===== src/core_defs.svh =====
`ifndef CORE_DEFS_SVH
`define CORE_DEFS_SVH

// Datapath width
`define CORE_XLEN 32

// Architectural register number width
`define CORE_REG_ADDR_W 5

// Immediate field carried by a decoded instruction
`define CORE_IMM_W 12

// Instructions fetched, dispatched and committed per cycle
`define CORE_ISSUE_W 2

// Instruction buffer entries, power of two
`define CORE_IB_DEPTH 8

`endif


===== src/core_pkg.sv =====
`include "core_defs.svh"

package core_pkg;

    typedef enum logic [2:0] {
        ADD = 3'd0,
        SUB = 3'd1,
        AND = 3'd2,
        OR  = 3'd3,
        XOR = 3'd4,
        SLL = 3'd5,
        SRL = 3'd6,
        SLT = 3'd7  // Signed compare
    } alu_op_e;

    // Decoded instruction as delivered by the front end
    typedef struct packed {
        logic [`CORE_XLEN-1:0]       pc;
        alu_op_e                     op;
        logic [`CORE_REG_ADDR_W-1:0] rd;
        logic [`CORE_REG_ADDR_W-1:0] rs1;
        logic [`CORE_REG_ADDR_W-1:0] rs2;
        logic                        use_imm;  // b from imm instead of rs2
        logic [`CORE_IMM_W-1:0]      imm;
        logic [24:0]                 pad;
    } instr_t;

    // Finished instruction leaving a lane
    typedef struct packed {
        logic                        valid;
        logic [`CORE_XLEN-1:0]       pc;
        logic [`CORE_REG_ADDR_W-1:0] rd;
        logic [`CORE_XLEN-1:0]       wdata;
    } lane_result_t;

endpackage


===== src/instr_buffer.sv =====
`timescale 1ns/1ps
`include "core_defs.svh"

module instr_buffer #(
    parameter int DEPTH = `CORE_IB_DEPTH
) (
    input  logic                     clk,
    input  logic                     reset_i,

    input  logic [`CORE_ISSUE_W-1:0] in_valid_i,
    input  core_pkg::instr_t         in_instr0_i,
    input  core_pkg::instr_t         in_instr1_i,
    output logic                     in_ready_o,

    output logic [`CORE_ISSUE_W-1:0] head_valid_o,
    output core_pkg::instr_t         head_instr0_o,
    output core_pkg::instr_t         head_instr1_o,
    input  logic [`CORE_ISSUE_W-1:0] accept_i
);

    localparam int PTR_W = $clog2(DEPTH);
    localparam int CNT_W = $clog2(DEPTH + 1);

    core_pkg::instr_t mem [DEPTH];

    logic [PTR_W-1:0] rptr_q;
    logic [PTR_W-1:0] wptr_q;
    logic [PTR_W-1:0] rptr_p1;
    logic [PTR_W-1:0] wptr_p1;
    logic [CNT_W-1:0] count_q;
    logic [CNT_W-1:0] count_nxt;
    logic [CNT_W-1:0] n_in;
    logic [CNT_W-1:0] n_out;
    logic             ready_q;
    logic             wr0;
    logic             wr1;

    assign rptr_p1 = rptr_q + 1'b1;
    assign wptr_p1 = wptr_q + 1'b1;

    // Slot 1 is only ever valid together with slot 0
    assign wr0 = ready_q && in_valid_i[0];
    assign wr1 = ready_q && in_valid_i[1];

    assign n_in      = CNT_W'(wr0) + CNT_W'(wr1);
    assign n_out     = CNT_W'(accept_i[0]) + CNT_W'(accept_i[1]);
    assign count_nxt = count_q + n_in - n_out;

    always_ff @(posedge clk) begin
        if (wr0) begin
            mem[wptr_q] <= in_instr0_i;
        end
        if (wr1) begin
            mem[wptr_p1] <= in_instr1_i;
        end
    end

    always_ff @(posedge clk) begin
        if (reset_i) begin
            rptr_q  <= '0;
            wptr_q  <= '0;
            count_q <= '0;
            ready_q <= 1'b0;
        end else begin
            wptr_q  <= wptr_q + PTR_W'(n_in);
            rptr_q  <= rptr_q + PTR_W'(n_out);
            count_q <= count_nxt;
            ready_q <= count_nxt <= CNT_W'(DEPTH - 2);  // Room for a full pair
        end
    end

    assign in_ready_o = ready_q;

    // Oldest entry in slot 0
    assign head_valid_o[0] = count_q != '0;
    assign head_valid_o[1] = count_q >= CNT_W'(2);
    assign head_instr0_o   = mem[rptr_q];
    assign head_instr1_o   = mem[rptr_p1];

endmodule


===== config.mk =====
export PLATFORM = sky130hd
export DESIGN_NAME = instr_buffer
export DESIGN_NICKNAME = d
export VERILOG_FILES = /design/src/core_pkg.sv /design/src/instr_buffer.sv
export VERILOG_INCLUDE_DIRS = /design/src
export SDC_FILE = /design/constraint.sdc
export NUM_CORES = 1
export LEC_CHECK = 0
export ABC_CLOCK_PERIOD_IN_PS = 8400
export BUFFER_PORTS_ARGS = -buffer_cell sky130_fd_sc_hd__buf_2
export CAP_MARGIN = 40
export CORE_MARGIN = 10
export CORE_UTILIZATION = 55
export CTS_BUF_LIST = sky130_fd_sc_hd__clkbuf_16
export CTS_CLUSTER_SIZE = 10
export DETAILED_ROUTE_END_ITERATION = 16
export PLACE_DENSITY = 0.85
export SYNTH_ARGS = -nofsm -noshare
export SYNTH_HDL_FRONTEND = slang
export SYNTH_SLANG_ARGS = --single-unit

===== constraint.sdc =====
create_clock -name clk -period 8.4 [get_ports clk]
set_input_delay 1.26 -clock clk [delete_from_list [all_inputs] [get_ports clk]]
set_output_delay 1.26 -clock clk [all_outputs]
set_load 0.05 [all_outputs]

**Word-level counts from Yosys, hierarchy flattened**

Memory sizes are Yosys's and may differ from the RTL's. A register that Yosys moved wholly into a read port is not among the register bits.
Cells that the tools add are included.

- Flip-flop bits (word level): 11
- Memory bits (writable): 704
- Output and inout bits: 179
- Logic and storage cells: 23
- Memories: 1

Memory list:

| name | depth | bits a word | read ports | clocked after Yosys merged registers in | write ports | line | text |
|---|---|---|---|---|---|---|---|
| mem | 8 | 88 | 2 | 1 | 2 | instr_buffer.sv:24 | `core_pkg::instr_t mem [DEPTH];` |

- Add/sub/neg operators: 8
- $lt $le $gt $ge: 2
- Muxes and demuxes: 5
- Reduce and logical (&&, ||, !) cells: 3

Operators by type and width:

| cell | count |
|---|---|
| adder 3 x 1 -> 3 bit (second input constant) | 2 |
| adder 3 x 2 -> 3 bit | 2 |
| adder 1 x 1 -> 2 bit | 2 |
| adder 4 x 2 -> 4 bit | 1 |
| >= comparator 4 x 2 -> 1 bit (second input constant) | 1 |
| less-or-equal comparator 4 x 3 -> 1 bit (second input constant) | 1 |
| 2-to-1 mux 1 bit | 4 |
| nonzero test 4 bit | 1 |
| subtractor 4 x 2 -> 4 bit | 1 |
| 2-to-1 mux 3 bit | 1 |
| logical AND 1 bit | 2 |

**Longest topological paths before layout**

- Word-level depth: 5
- Mapped depth: 10
- Mapped depth without buffers: 10

**Worst setup path before layout**

No wires, ideal clock.

- Path kind: in2reg
- Start point: in in_valid_i[0]
- End point: mem mem[0][0] (netlist name) (enable)
- Library setup time: 668 ps
- Arrival time: 8102 ps
- Data required time: 7732 ps
- Path slack: -370 ps
- Cell stages on the path: 3
- Path buffers: 0
- Cell sequence: and2_1 > nand2b_1 > o32ai_1

RTL lines:

| what | line | text |
|---|---|---|
| from (decl) | instr_buffer.sv:10 | `` input logic [`CORE_ISSUE_W-1:0] in_valid_i, `` |
| to (decl) | instr_buffer.sv:24 |  |

==> summary.md <==
| Metric | Value |
|---|---|
| Via-to-Cell Ratio | roughly 6.9 |
| Pwr Density | approximately 260 mW/mm^2 |
| Synthesis-to-layout area growth | 13.69% |
| Worst Setup Path Type | register to output port |
| FF/Latch Area | 0.02137 sq mm |
| Worst hold path cell count | 2 |
| HP Start | count_q[0] |
| Full die area | 0.08508 sq mm |
| Actual slew at the worst max-slew pin | ~1.2 ns |
| Starting Density | approximately 56% |
| DRT iter0 DRCs | around 2,200 |
| Die Ht | ~300 um |
| Sequential share of power | a little under two fifths |
| Clock Pin Slew Worst Setup and Hold Paths | approximately 0.060 ns |
| Inserted Clock Buffers | 83 |
| Routing usage on met2 | between 40 and 50% |
| Warnings, synthesis | 0 |
| Core Area | 0.07308 sq mm |
| FF-to-FF path depth | 6 |
| Final max-slew violation count | 0 |
| Type of the most critical hold path | register to register |
| Post-route clock skew | about 0.019 ns |
| Vias in the first global route | about 26,000 |
| CTS-repair resized insts | 0 |
| Avg Cell Area, Syn | about 18 sq um |
| Leakage | between 15 and 20 nW |
| First-pass GRT wire length | approximately 170 mm |
| DRC errors left | 0 |
| CTS tree | built |
| Fin crit share | between 60% and 70% |
| Final hold viol count | 0 |
| Fillers | ~5,000 |
| Placed standard-cell area | 0.04383 sq mm |
| Post-DP HPWL | 68.78 mm |
| Top fanout value on the critical path | 160 |
| Rel. slew slack | 17.51% |
| Seq/Total Area, Yosys | 52.61% |
| Worst-Skew Late Latency | 0.62 ns |
| Status | complete, no violations |
| Yosys top cell area share | 52.07% |
| R2r endpoint | mem[5][56] |
| Max clock buf depth | 3 |
| Cell area after layout | about 0.046 sq mm |
| Via count | 24,260 |
| Worst Hold End | count_q[0] |
| Synth area leader | edfxtp_1 |
| Met3 GRT Util | under 10% |
| Multi-input logic area | 0.01860 sq mm |
| RSZ-0062 raised after global routing | no |
| Asr flop ratio synth | 0% |
| Top post-synthesis cells by area | edfxtp_1 52%, mux2_2 24%, mux4_2 20% |
| Share of layout cells above drive strength 1 | 68.96% |
| Wirelength per Cell | between 30 and 40 um |
| Synth Flop Type | edfxtp_1 |
| Antenna-violating nets left | 0 |
| Sw Ratio | about 36% |
| Row count | between 90 and 100 |
| Post-Syn Instances | around 2,200 |
| Worst R2R Setup Slack | ~4.5 ns |
| Critical path required time | approximately 7.1 ns |
| H-tree levels | 3 |
| Count of cell types in the netlist | 35 |
| Clock share of power | around 27% |
| Post-Syn Area | 0.04060 sq mm |
| Root buffer cell | clkbuf_16 |
| IO buf count | 360 |
| Pre-antenna DRT Iters | 5 |
| Final setup viols | 0 |
| Comb power frac | 36.3% |
| # Post-CTS Setup Buffers | 0 |
| Drt total wl | between 100 and 150 mm |
| Max cap viols | 0 |
| Int Pwr | around 7.7 mW |
| Total I/O pin count | ~360 |
| Sw power | roughly 4.2 mW |
| Commonest non-fill, non-tap cell in the layout | mux2_2 |
| Die width | between 200 and 300 um |
| Element type at the critical path end | output port |
| FMAX | just under 200 MHz |
| Largest net degree at the start of global routing | roughly 160 |
| Number of synthesized flops with an enable pin | 704 |
| Syn nets | around 2,400 |
| Min Clock Period, post-route | about 5.1 ns |
| Setup TNS | 0 ns |
| Reg2reg start | wptr_q[0] |
| Pwr Total | between 10 and 15 mW |
| Clock sink count | 715 |
| Initial antenna violation count | 40 |
| GR Util met1 | roughly a third |
| Total congestion overflow | 0 |
| Arr. time, crit path | ~3.8 ns |
| Hold-fix buffers, CTS | 0 |
| Worst VDD drop | about 0.21 mV |
| Commonest non-fill, non-tap cells in the layout | 878 x mux2_2, 704 x edfxtp_1, 360 x buf_2 |
| Placer Congestion | slightly above 0.8 |
| Most Used Layer, Global Route | met2 |
| Tot GR Track Use | a little over a quarter |
| Flops & latches, synth | approximately 700 |
| Worst setup SP type | register |
| Fin nets | about 2,700 |
## Yosys cell counts, drive strengths merged (3+ instances only)
library cell,instances
mux2,880
edfxtp,704
mux4,352
buf,124
clkbuf,49
inv,16
ha,12
dfxtp,11
nor2,11
nand2,8
xor2,5
fa,4
nand2b,3
nor2b,3
o22ai,3
## per-stage QoR
step | setup WS [ns] | hold WS, ns | cells | util, %
CTS | 3.355 | 0.6567 | 3514 | 63.07
global route | 3.188 | 0.6817 | 3530 | 63.12
global placement | 3.937 | 0.6183 | 3391 | 59.36
detailed placement | 4.029 | 0.6364 | 3409 | 59.97
finish | 3.301 | 0.6662 | 3539 | 63.16
floorplan | 0.03521 | 0.5825 | 2205 | -
## how the worst max path moves through the flow
stage / startpoint / endpoint / slack [ns] / cells after the start
2_1_floorplan: in_valid_i[0] / mem[5][0] / 0.04 / 3
3_3_place_gp: rptr_q[0] / head_instr1_o[35] / 3.94 / 5
3_5_place_dp: rptr_q[0] / head_instr1_o[47] / 4.03 / 4
4_1_cts: rptr_q[0] / head_instr1_o[47] / 3.36 / 4
5_1_grt: rptr_q[0] / head_instr1_o[47] / 3.19 / 4
6_report: rptr_q[0] / head_instr1_o[47] / 3.30 / 4
## power groups by stage
stage / Sequential (mW) / Combinational (mW) / Clock (mW)
after floorplan: 4.39 / 3.27 / 0
after global placement: 4.44 / 4.24 / 0
after detailed placement: 4.46 / 4.34 / 0
after CTS: 4.39 / 4.36 / 3.24
after global routing: 4.42 / 4.53 / 3.38
final: 4.39 / 4.34 / 3.21
## routing by layer
metal / vias up / routed length [um]
met3: 237 / 11590
met1: 12770 / 41250
met2: 1284 / 57570
li1: 9923 / -
met4: 40 / 3578
met5: - / 239
## critical path, stage by stage (launching register included)
cell	delay, ns
dfxtp_4	0.91
buf_12	0.74
mux4_2	0.69
mux2_2	0.30
buf_2	0.22
## state kept, by name, summed over array words and instances, names as in the netlist
name and count:
rptr_q 3, mem 704, wptr_q 3, count_q 4, in_ready_o 1
## kinds of logic (layout without fill, tap and decap cells)
group	count (synthesis)	count (layout)	synth area share [%]
compound gates	12	12	0.2065
xor+xnor	6	6	0.1664
fa+ha+maj	16	16	0.5671
buf+inv	189	539	2.059
flops	715	715	52.61
mux	1232	1232	43.93
other cells	0	25	0
simple gates	35	35	0.4531
## final cells by class
class / count / share of cell area (%)
flip-flops and latches: 715 / 46.30
multi-input cells: 1301 / 40.30
repair buffers: 418 / 5.622
clock buffers: 85 / 4.608
well taps: 959 / 2.600
clock inverters: 20 / 0.3036
diodes: 25 / 0.1355
inverters: 16 / 0.1301
(Power assumes the default switching activity.)
