==> src/core_defs.svh <==
`ifndef CORE_DEFS_SVH
`define CORE_DEFS_SVH

// Datapath width
`define CORE_XLEN 32

// Architectural register number width
`define CORE_REG_ADDR_W 5

// Immediate field carried by a decoded instruction
`define CORE_IMM_W 12

// Instructions fetched, dispatched and committed per cycle
`define CORE_ISSUE_W 2

// Instruction buffer entries, power of two
`define CORE_IB_DEPTH 8

`endif

==> src/core_pkg.sv <==
`include "core_defs.svh"

package core_pkg;

    typedef enum logic [2:0] {
        ADD = 3'd0,
        SUB = 3'd1,
        AND = 3'd2,
        OR  = 3'd3,
        XOR = 3'd4,
        SLL = 3'd5,
        SRL = 3'd6,
        SLT = 3'd7  // Signed compare
    } alu_op_e;

    // Decoded instruction as delivered by the front end
    typedef struct packed {
        logic [`CORE_XLEN-1:0]       pc;
        alu_op_e                     op;
        logic [`CORE_REG_ADDR_W-1:0] rd;
        logic [`CORE_REG_ADDR_W-1:0] rs1;
        logic [`CORE_REG_ADDR_W-1:0] rs2;
        logic                        use_imm;  // b from imm instead of rs2
        logic [`CORE_IMM_W-1:0]      imm;
        logic [24:0]                 pad;
    } instr_t;

    // Finished instruction leaving a lane
    typedef struct packed {
        logic                        valid;
        logic [`CORE_XLEN-1:0]       pc;
        logic [`CORE_REG_ADDR_W-1:0] rd;
        logic [`CORE_XLEN-1:0]       wdata;
    } lane_result_t;

endpackage

==> src/dispatch.sv <==
`timescale 1ns/1ps
`include "core_defs.svh"

module dispatch (
    input  logic                        clk,
    input  logic                        reset_i,

    input  logic [`CORE_ISSUE_W-1:0]    head_valid_i,
    input  core_pkg::instr_t            head_instr0_i,
    input  core_pkg::instr_t            head_instr1_i,
    output logic [`CORE_ISSUE_W-1:0]    accept_o,

    output logic [`CORE_REG_ADDR_W-1:0] rf_raddr0_o,
    output logic [`CORE_REG_ADDR_W-1:0] rf_raddr1_o,
    output logic [`CORE_REG_ADDR_W-1:0] rf_raddr2_o,
    output logic [`CORE_REG_ADDR_W-1:0] rf_raddr3_o,
    input  logic [`CORE_XLEN-1:0]       rf_rdata0_i,
    input  logic [`CORE_XLEN-1:0]       rf_rdata1_i,
    input  logic [`CORE_XLEN-1:0]       rf_rdata2_i,
    input  logic [`CORE_XLEN-1:0]       rf_rdata3_i,

    input  core_pkg::lane_result_t      ex0_i,
    input  core_pkg::lane_result_t      ex1_i,
    input  core_pkg::lane_result_t      wb0_i,
    input  core_pkg::lane_result_t      wb1_i,

    output logic                        lane0_valid_o,
    output logic [`CORE_XLEN-1:0]       lane0_pc_o,
    output core_pkg::alu_op_e           lane0_op_o,
    output logic [`CORE_REG_ADDR_W-1:0] lane0_rd_o,
    output logic [`CORE_XLEN-1:0]       lane0_a_o,
    output logic [`CORE_XLEN-1:0]       lane0_b_o,
    output logic                        lane1_valid_o,
    output logic [`CORE_XLEN-1:0]       lane1_pc_o,
    output core_pkg::alu_op_e           lane1_op_o,
    output logic [`CORE_REG_ADDR_W-1:0] lane1_rd_o,
    output logic [`CORE_XLEN-1:0]       lane1_a_o,
    output logic [`CORE_XLEN-1:0]       lane1_b_o
);

    // Oldest producer first so the newest one overrides
    function automatic logic [`CORE_XLEN-1:0] pick_src(
        input logic [`CORE_REG_ADDR_W-1:0] src,
        input logic [`CORE_XLEN-1:0]       rf_data,
        input core_pkg::lane_result_t      wb0,
        input core_pkg::lane_result_t      wb1,
        input core_pkg::lane_result_t      ex0,
        input core_pkg::lane_result_t      ex1
    );
        logic [`CORE_XLEN-1:0] val;
        val = rf_data;
        if (src != '0) begin
            if (wb0.valid && wb0.rd == src) val = wb0.wdata;
            if (wb1.valid && wb1.rd == src) val = wb1.wdata;
            if (ex0.valid && ex0.rd == src) val = ex0.wdata;
            if (ex1.valid && ex1.rd == src) val = ex1.wdata;
        end
        return val;
    endfunction

    core_pkg::instr_t        ins    [`CORE_ISSUE_W];
    logic [`CORE_XLEN-1:0]   rs1_val[`CORE_ISSUE_W];
    logic [`CORE_XLEN-1:0]   rs2_val[`CORE_ISSUE_W];
    logic [`CORE_XLEN-1:0]   opb    [`CORE_ISSUE_W];
    logic [`CORE_ISSUE_W-1:0] issue;
    logic                    pair_dep;

    logic [`CORE_ISSUE_W-1:0]    vld_q;
    logic [`CORE_XLEN-1:0]       pc_q[`CORE_ISSUE_W];
    core_pkg::alu_op_e           op_q[`CORE_ISSUE_W];
    logic [`CORE_REG_ADDR_W-1:0] rd_q[`CORE_ISSUE_W];
    logic [`CORE_XLEN-1:0]       a_q [`CORE_ISSUE_W];
    logic [`CORE_XLEN-1:0]       b_q [`CORE_ISSUE_W];

    assign ins[0] = head_instr0_i;
    assign ins[1] = head_instr1_i;

    assign rf_raddr0_o = ins[0].rs1;
    assign rf_raddr1_o = ins[0].rs2;
    assign rf_raddr2_o = ins[1].rs1;
    assign rf_raddr3_o = ins[1].rs2;

    assign rs1_val[0] = pick_src(ins[0].rs1, rf_rdata0_i, wb0_i, wb1_i, ex0_i, ex1_i);
    assign rs2_val[0] = pick_src(ins[0].rs2, rf_rdata1_i, wb0_i, wb1_i, ex0_i, ex1_i);
    assign rs1_val[1] = pick_src(ins[1].rs1, rf_rdata2_i, wb0_i, wb1_i, ex0_i, ex1_i);
    assign rs2_val[1] = pick_src(ins[1].rs2, rf_rdata3_i, wb0_i, wb1_i, ex0_i, ex1_i);

    for (genvar i = 0; i < `CORE_ISSUE_W; i++) begin : g_opb
        assign opb[i] = ins[i].use_imm
            ? {{(`CORE_XLEN - `CORE_IMM_W){ins[i].imm[`CORE_IMM_W-1]}}, ins[i].imm}
            : rs2_val[i];
    end

    // Second slot waits a cycle if it needs the first one's result
    assign pair_dep = ins[0].rd != '0 &&
                      (ins[1].rs1 == ins[0].rd || (!ins[1].use_imm && ins[1].rs2 == ins[0].rd));

    assign issue[0] = head_valid_i[0];
    assign issue[1] = head_valid_i[0] && head_valid_i[1] && !pair_dep;
    assign accept_o = issue;

    always_ff @(posedge clk) begin
        if (reset_i) begin
            vld_q <= '0;
        end else begin
            vld_q <= issue;
        end
    end

    always_ff @(posedge clk) begin
        for (int i = 0; i < `CORE_ISSUE_W; i++) begin
            pc_q[i] <= ins[i].pc;
            op_q[i] <= ins[i].op;
            rd_q[i] <= ins[i].rd;
            a_q[i]  <= rs1_val[i];
            b_q[i]  <= opb[i];
        end
    end

    assign lane0_valid_o = vld_q[0];
    assign lane0_pc_o    = pc_q[0];
    assign lane0_op_o    = op_q[0];
    assign lane0_rd_o    = rd_q[0];
    assign lane0_a_o     = a_q[0];
    assign lane0_b_o     = b_q[0];
    assign lane1_valid_o = vld_q[1];
    assign lane1_pc_o    = pc_q[1];
    assign lane1_op_o    = op_q[1];
    assign lane1_rd_o    = rd_q[1];
    assign lane1_a_o     = a_q[1];
    assign lane1_b_o     = b_q[1];

endmodule

==> config.mk <==
export PLATFORM = sky130hd
export DESIGN_NAME = dispatch
export DESIGN_NICKNAME = d
export VERILOG_FILES = /design/src/core_pkg.sv /design/src/dispatch.sv
export VERILOG_INCLUDE_DIRS = /design/src
export SDC_FILE = /design/constraint.sdc
export NUM_CORES = 1
export LEC_CHECK = 0
export ABC_AREA = 1
export BUFFER_PORTS_ARGS = -buffer_cell sky130_fd_sc_hd__buf_2
export CAP_MARGIN = 20
export CORE_AREA = 2 2 318 320
export DETAILED_ROUTE_END_ITERATION = 10
export DIE_AREA = 0 0 320 322
export PLACE_DENSITY = 0.38
export RECOVER_POWER = 25
export REMOVE_ABC_BUFFERS = 1
export SLEW_MARGIN = 5
export SYNTH_ARGS = -nofsm -noshare
export SYNTH_HDL_FRONTEND = slang
export SYNTH_SLANG_ARGS = --single-unit
export TNS_END_PERCENT = 20
==> constraint.sdc <==
create_clock -name clk -period 1.9 [get_ports clk]
set_input_delay 0.57 -clock clk [delete_from_list [all_inputs] [get_ports clk]]
set_output_delay 0.57 -clock clk [all_outputs]
set_load 0.1 [all_outputs]
Yosys cells after proc, flatten, opt, wreduce, memory -nomap -nowiden
Memory sizes are Yosys's and may differ from the RTL's.
Index checks and enable logic that the tools add are counted.

word-level totals
  register bits = 2
  bits in latches = 0
  RAM bits = 208
  ROM bits = 0
  input bits = 588
  logic and storage cells = 74
  memories = 5

memory list
  name  depth  bits a word  rd ports  clocked after Yosys merged registers in  wr ports  RTL line        source
  a_q   2      32           2         0                                        2         dispatch.sv:72  logic [`CORE_XLEN-1:0] a_q [`CORE_ISSUE_W];
  b_q   2      32           2         0                                        2         dispatch.sv:73  logic [`CORE_XLEN-1:0] b_q [`CORE_ISSUE_W];
  pc_q  2      32           2         0                                        2         dispatch.sv:69  logic [`CORE_XLEN-1:0] pc_q[`CORE_ISSUE_W];
  rd_q  2      5            2         0                                        2         dispatch.sv:71  logic [`CORE_REG_ADDR_W-1:0] rd_q[`CORE_ISSUE_W];
  op_q  2      3            2         0                                        2         dispatch.sv:70  core_pkg::alu_op_e op_q[`CORE_ISSUE_W];

cells by class
  $add $sub $neg = 0
  $mul = 0
  divide/modulo/power cells = 0
  magnitude comparators = 0
  equality and inequality tests = 18
  shift-type cells = 0
  mux-type cells = 22
  bitwise gates (word level) = 0
  reduce and logical (&&, ||, !) cells = 28

operators with widths
  kind                 number
  32-bit two-way mux   22
  5-bit equality test  18
  5-bit nonzero test   5
  1-bit logical AND    20
  1-bit logical NOT    2
  1-bit logical OR     1

Depth between registers and ports, before layout
  depth after elaboration = 8
  mapped depth = 14

Worst setup path before layout
No wires, ideal clock.

  path type = input port to output port
  start = input head_instr1_i[44] (netlist bit)
  end = output accept_o[1]
  arrival time = 2,407 ps
  required time = 1,330 ps
  setup slack = -1,077 ps
  stages on the path = 8
  buffers on the path = 1
  cell sequence = buf_2 xor2_1 nor3b_1 nand3_1 o21ai_0 nand2_1 nand2_1 nor2_1

between the ends
  cells in the longest elaborated chain, start to end = 5

RTL lines
  element              RTL line        source
  start, declared      dispatch.sv:10  input core_pkg::instr_t head_instr1_i,
  5-bit equality test  dispatch.sv:96  (ins[1].rs1 == ins[0].rd || (!ins[1].use_imm && ins[1].rs2 == ins[0].rd));
  1-bit logical OR     dispatch.sv:96
  1-bit logical AND    dispatch.sv:95  assign pair_dep = ins[0].rd != '0 &&
  1-bit logical NOT    dispatch.sv:99  assign issue[1] = head_valid_i[0] && head_valid_i[1] && !pair_dep;
  1-bit logical AND    dispatch.sv:99
  end, declared        dispatch.sv:11  output logic [`CORE_ISSUE_W-1:0] accept_o,

Every way passes these cells.

Final worst setup path
  start = input head_instr0_i[50] (netlist bit)
  end = output accept_o[1]

between the ends
  cells in the longest elaborated chain, start to end = 6
  elaborated cells between the ends (all ways) = 8
  those cells by class = eq/ne: 2; reduce/logical: 6

RTL lines
  element              RTL line        source
  start, declared      dispatch.sv:9   input core_pkg::instr_t head_instr0_i,
  5-bit equality test  dispatch.sv:96
  1-bit logical AND    dispatch.sv:96
  1-bit logical OR     dispatch.sv:96
  1-bit logical AND *  dispatch.sv:95
  1-bit logical NOT *  dispatch.sv:99
  1-bit logical AND *  dispatch.sv:99

Every way passes the cells marked *; elsewhere a longest branch is shown, timed or not.

==> flow_metrics.env <==
export IMPL_layout_commonest_cell="nand2_1"
export IMPL_slew_violations=0
export IMPL_required_ns=1.33
export IMPL_seqPwrFrac_pct=27.7
export IMPL_drive_gt1_share_pct=31.3
export IMPL_cts_sinks=210
export IMPL_sw_frac_of_total_pct=44.5
export IMPL_drc=0
export IMPL_path_clk_slew_ns=0.06
export IMPL_drtIter0Drc=1749
export IMPL_fin_cells=4569
export IMPL_die_h_um=322
export IMPL_yosysTopAreaCell="dfxtp_1"
export IMPL_synth_top_cell_area_share_pct=29.1
export IMPL_worst_pin_slew_ns=0.545
export IMPL_grt_remaining_overflow=0
export IMPL_clock_root_buffer="clkbuf_16"
export IMPL_cts_tree="built"
export IMPL_yosysWarnings=0
export IMPL_start_util_pct=14.5
export IMPL_synth_main_ff_cell="dfxtp_1"
export IMPL_power_density_nw_per_um2=760
export IMPL_p_clk_share_pct=30.7
export IMPL_syn_to_final_growth_pct=62.5
export IMPL_grt_pass1_vias=19526
export IMPL_fin_setup_tns_ns=-0.878
export IMPL_dp_cells=4503
export IMPL_routedWlPerCell_um=23.3
export IMPL_ant_nets=0
export IMPL_p_int_w=0.00990
export IMPL_rsz0062_at_grt="true"
export IMPL_syn_area_um2=14400
export IMPL_cts_buffers=28
export IMPL_drtPass1Iterations=6
export IMPL_synth_area_leaders="dfxtp_1 (29%), nand2_1 (22%), nand3_1 (13%)"
export IMPL_hp_class="input pin to flop"
export IMPL_core_um2=99600
export IMPL_path_class="input pin to primary output"
export IMPL_synth_edf_count=0
export IMPL_yosys_register_bits=210
export IMPL_async_flop_share_pct=0
export IMPL_final_min_clock_period_ns=2.18
export IMPL_antenna_found_initial=36
export IMPL_avgSynthCellArea_um2=5.77
export IMPL_htree_num_levels=1
export IMPL_crit_chain="buf_2, xnor2_2, o2111ai_2, o21ai_1, nand2_1, nand2_2, nor2_4, buf_12"
export IMPL_place_congestion=0.870
export IMPL_ios=820
export IMPL_grt_pass1_wl_mm=146
export IMPL_p_leak_nw=12.2
export IMPL_power_w=0.0178
export IMPL_yosysSeqAreaShare_pct=29.1
export IMPL_drv_cap=0
export IMPL_power_switching_w=0.00793
export IMPL_cp_max_fo=4
export IMPL_cts_buffer_depth=3
export IMPL_die_w_um=320
export IMPL_drt_total_wl_mm=106
export IMPL_setup_ws_ns=-0.284
export IMPL_ys_types=32
export IMPL_status="finished with violations"
export IMPL_grt_usage_pct=19.8
export IMPL_setup_violations=20
export IMPL_synth_cells=2501
export IMPL_combPwrFrac_pct=41.6
export IMPL_dpl_hpwl_mm=83.7
export IMPL_fin_crit_sh_pct=115
export IMPL_timing_fmax_mhz=458
export IMPL_nets=3836
export IMPL_worstPathArrival_ns=1.61
export IMPL_crit_path_max_incr_delay_ns=0.18
export IMPL_num_vias=20177
export IMPL_cp_start_kind="input pin"
export IMPL_grt_max_degree=41
export IMPL_fill_cells=11440
export IMPL_end_kind="primary output"
export IMPL_rows=116
export IMPL_ir_worst_vdd_v=0.000710
export IMPL_die_area_um2=103000
export IMPL_maxSlewHeadroom_pct=63.8
export IMPL_hold_viol_final=0
export IMPL_vias_per_cell=4.42
export IMPL_port_buffers=641
export IMPL_violations="negative setup slack"
export IMPL_final_cell_mix="nand2_1 (827), buf_2 (398), buf_4 (374)"
export IMPL_critical_path_slowest_cell="xnor2_2"
## flip-flops by register name, summed over array words and instances (netlist names)
register / count
a_q: 64
b_q: 64
pc_q: 64
rd_q: 10
op_q: 6
vld_q: 2
## power by group through the flow
stage | logic (W) | registers, W | clock network [W]
floorplan | 0.00135 | 0.00779 | 0
global placement | 0.00720 | 0.00501 | 0
detailed placement | 0.00718 | 0.00501 | 0
CTS | 0.00748 | 0.00495 | 0.00577
global route | 0.00776 | 0.00497 | 0.00592
finish | 0.00742 | 0.00494 | 0.00547
## cells in the mapped netlist, types with 21 or more instances
| cell type | n |
|---|---|
| buf_2 | 97 |
| o22ai_1 | 21 |
| nand4_1 | 160 |
| a21oi_1 | 147 |
| nand2_1 | 830 |
| inv_1 | 186 |
| buf_4 | 24 |
| clkbuf_1 | 69 |
| nor2_1 | 281 |
| dfxtp_1 | 210 |
| inv_2 | 22 |
| nand3_1 | 363 |
## cell type report
cell class	instances	area [um^2]	share of cell area (%)
diodes	7	17.5	0.0747
clock buffers	34	785	3.34
clock inverters	12	129	0.549
inverters	210	793	3.38
multi-input cells	1883	8730	37.2
flip-flops and latches	210	4210	17.9
well taps	1298	1620	6.92
repair buffers	915	7170	30.6
## per-stage QoR
step	util [%]	area, um^2	setup WS [ns]	hold slack [ns]
2_1_floorplan	-	13500	-1.41	0.598
3_3_place_gp	22.0	21900	-0.552	0.672
3_5_place_dp	22.0	21900	-0.557	0.674
4_1_cts	23.7	23600	-0.291	0.000476
5_1_grt	23.5	23400	-0.348	0.0153
6_report	23.6	23500	-0.284	0.0542
## cells by family (layout without fill, tap and decap cells)
logic type             Yosys count  in the layout  synth area share, %
AO/OA/AOI/OAI                  202            202                 7.55
XOR/XNOR                        13             13                0.788
buffers and inverters          408           1171                 12.3
flip-flops                     210            210                 29.1
other                            0              7                    0
AND/OR/NAND/NOR               1668           1668                 50.3
## critical path: cells and delay by family
family	cells	cell delay, ns
AO/OA/AOI/OAI	2	0.32
AND/OR/NAND/NOR	3	0.21
XOR/XNOR	1	0.18
buffers and inverters	2	0.31
## routing by layer
layer  routed length [um]  part of all wire (%)  track usage (%)  vias up
met2                51000                    48             34.4     1035
li1                     -                     -                -     9601
met5                  185                  0.17                0        -
met3                 8870                   8.3             4.85      207
met4                 2960                   2.8             5.46       32
met1                43300                    41             24.2     9302
## timing repair
item	in CTS	in global routing
setup buffers	3	0
resized for setup	253	3
hold endpoints to repair	10	0
hold buffers	10	0
pin swaps	7	10
setup endpoints to repair	209	2
## path summary, 6_finish.rpt
kind	from	endpoint	slack, ns	cells after the start
worst max-delay path	head_instr0_i[50]	accept_o[1]	-0.28	8
worst min-delay path	head_instr0_i[60]	pc_q[0][4]	0.05	1
Power figures use the tool's default switching activity.
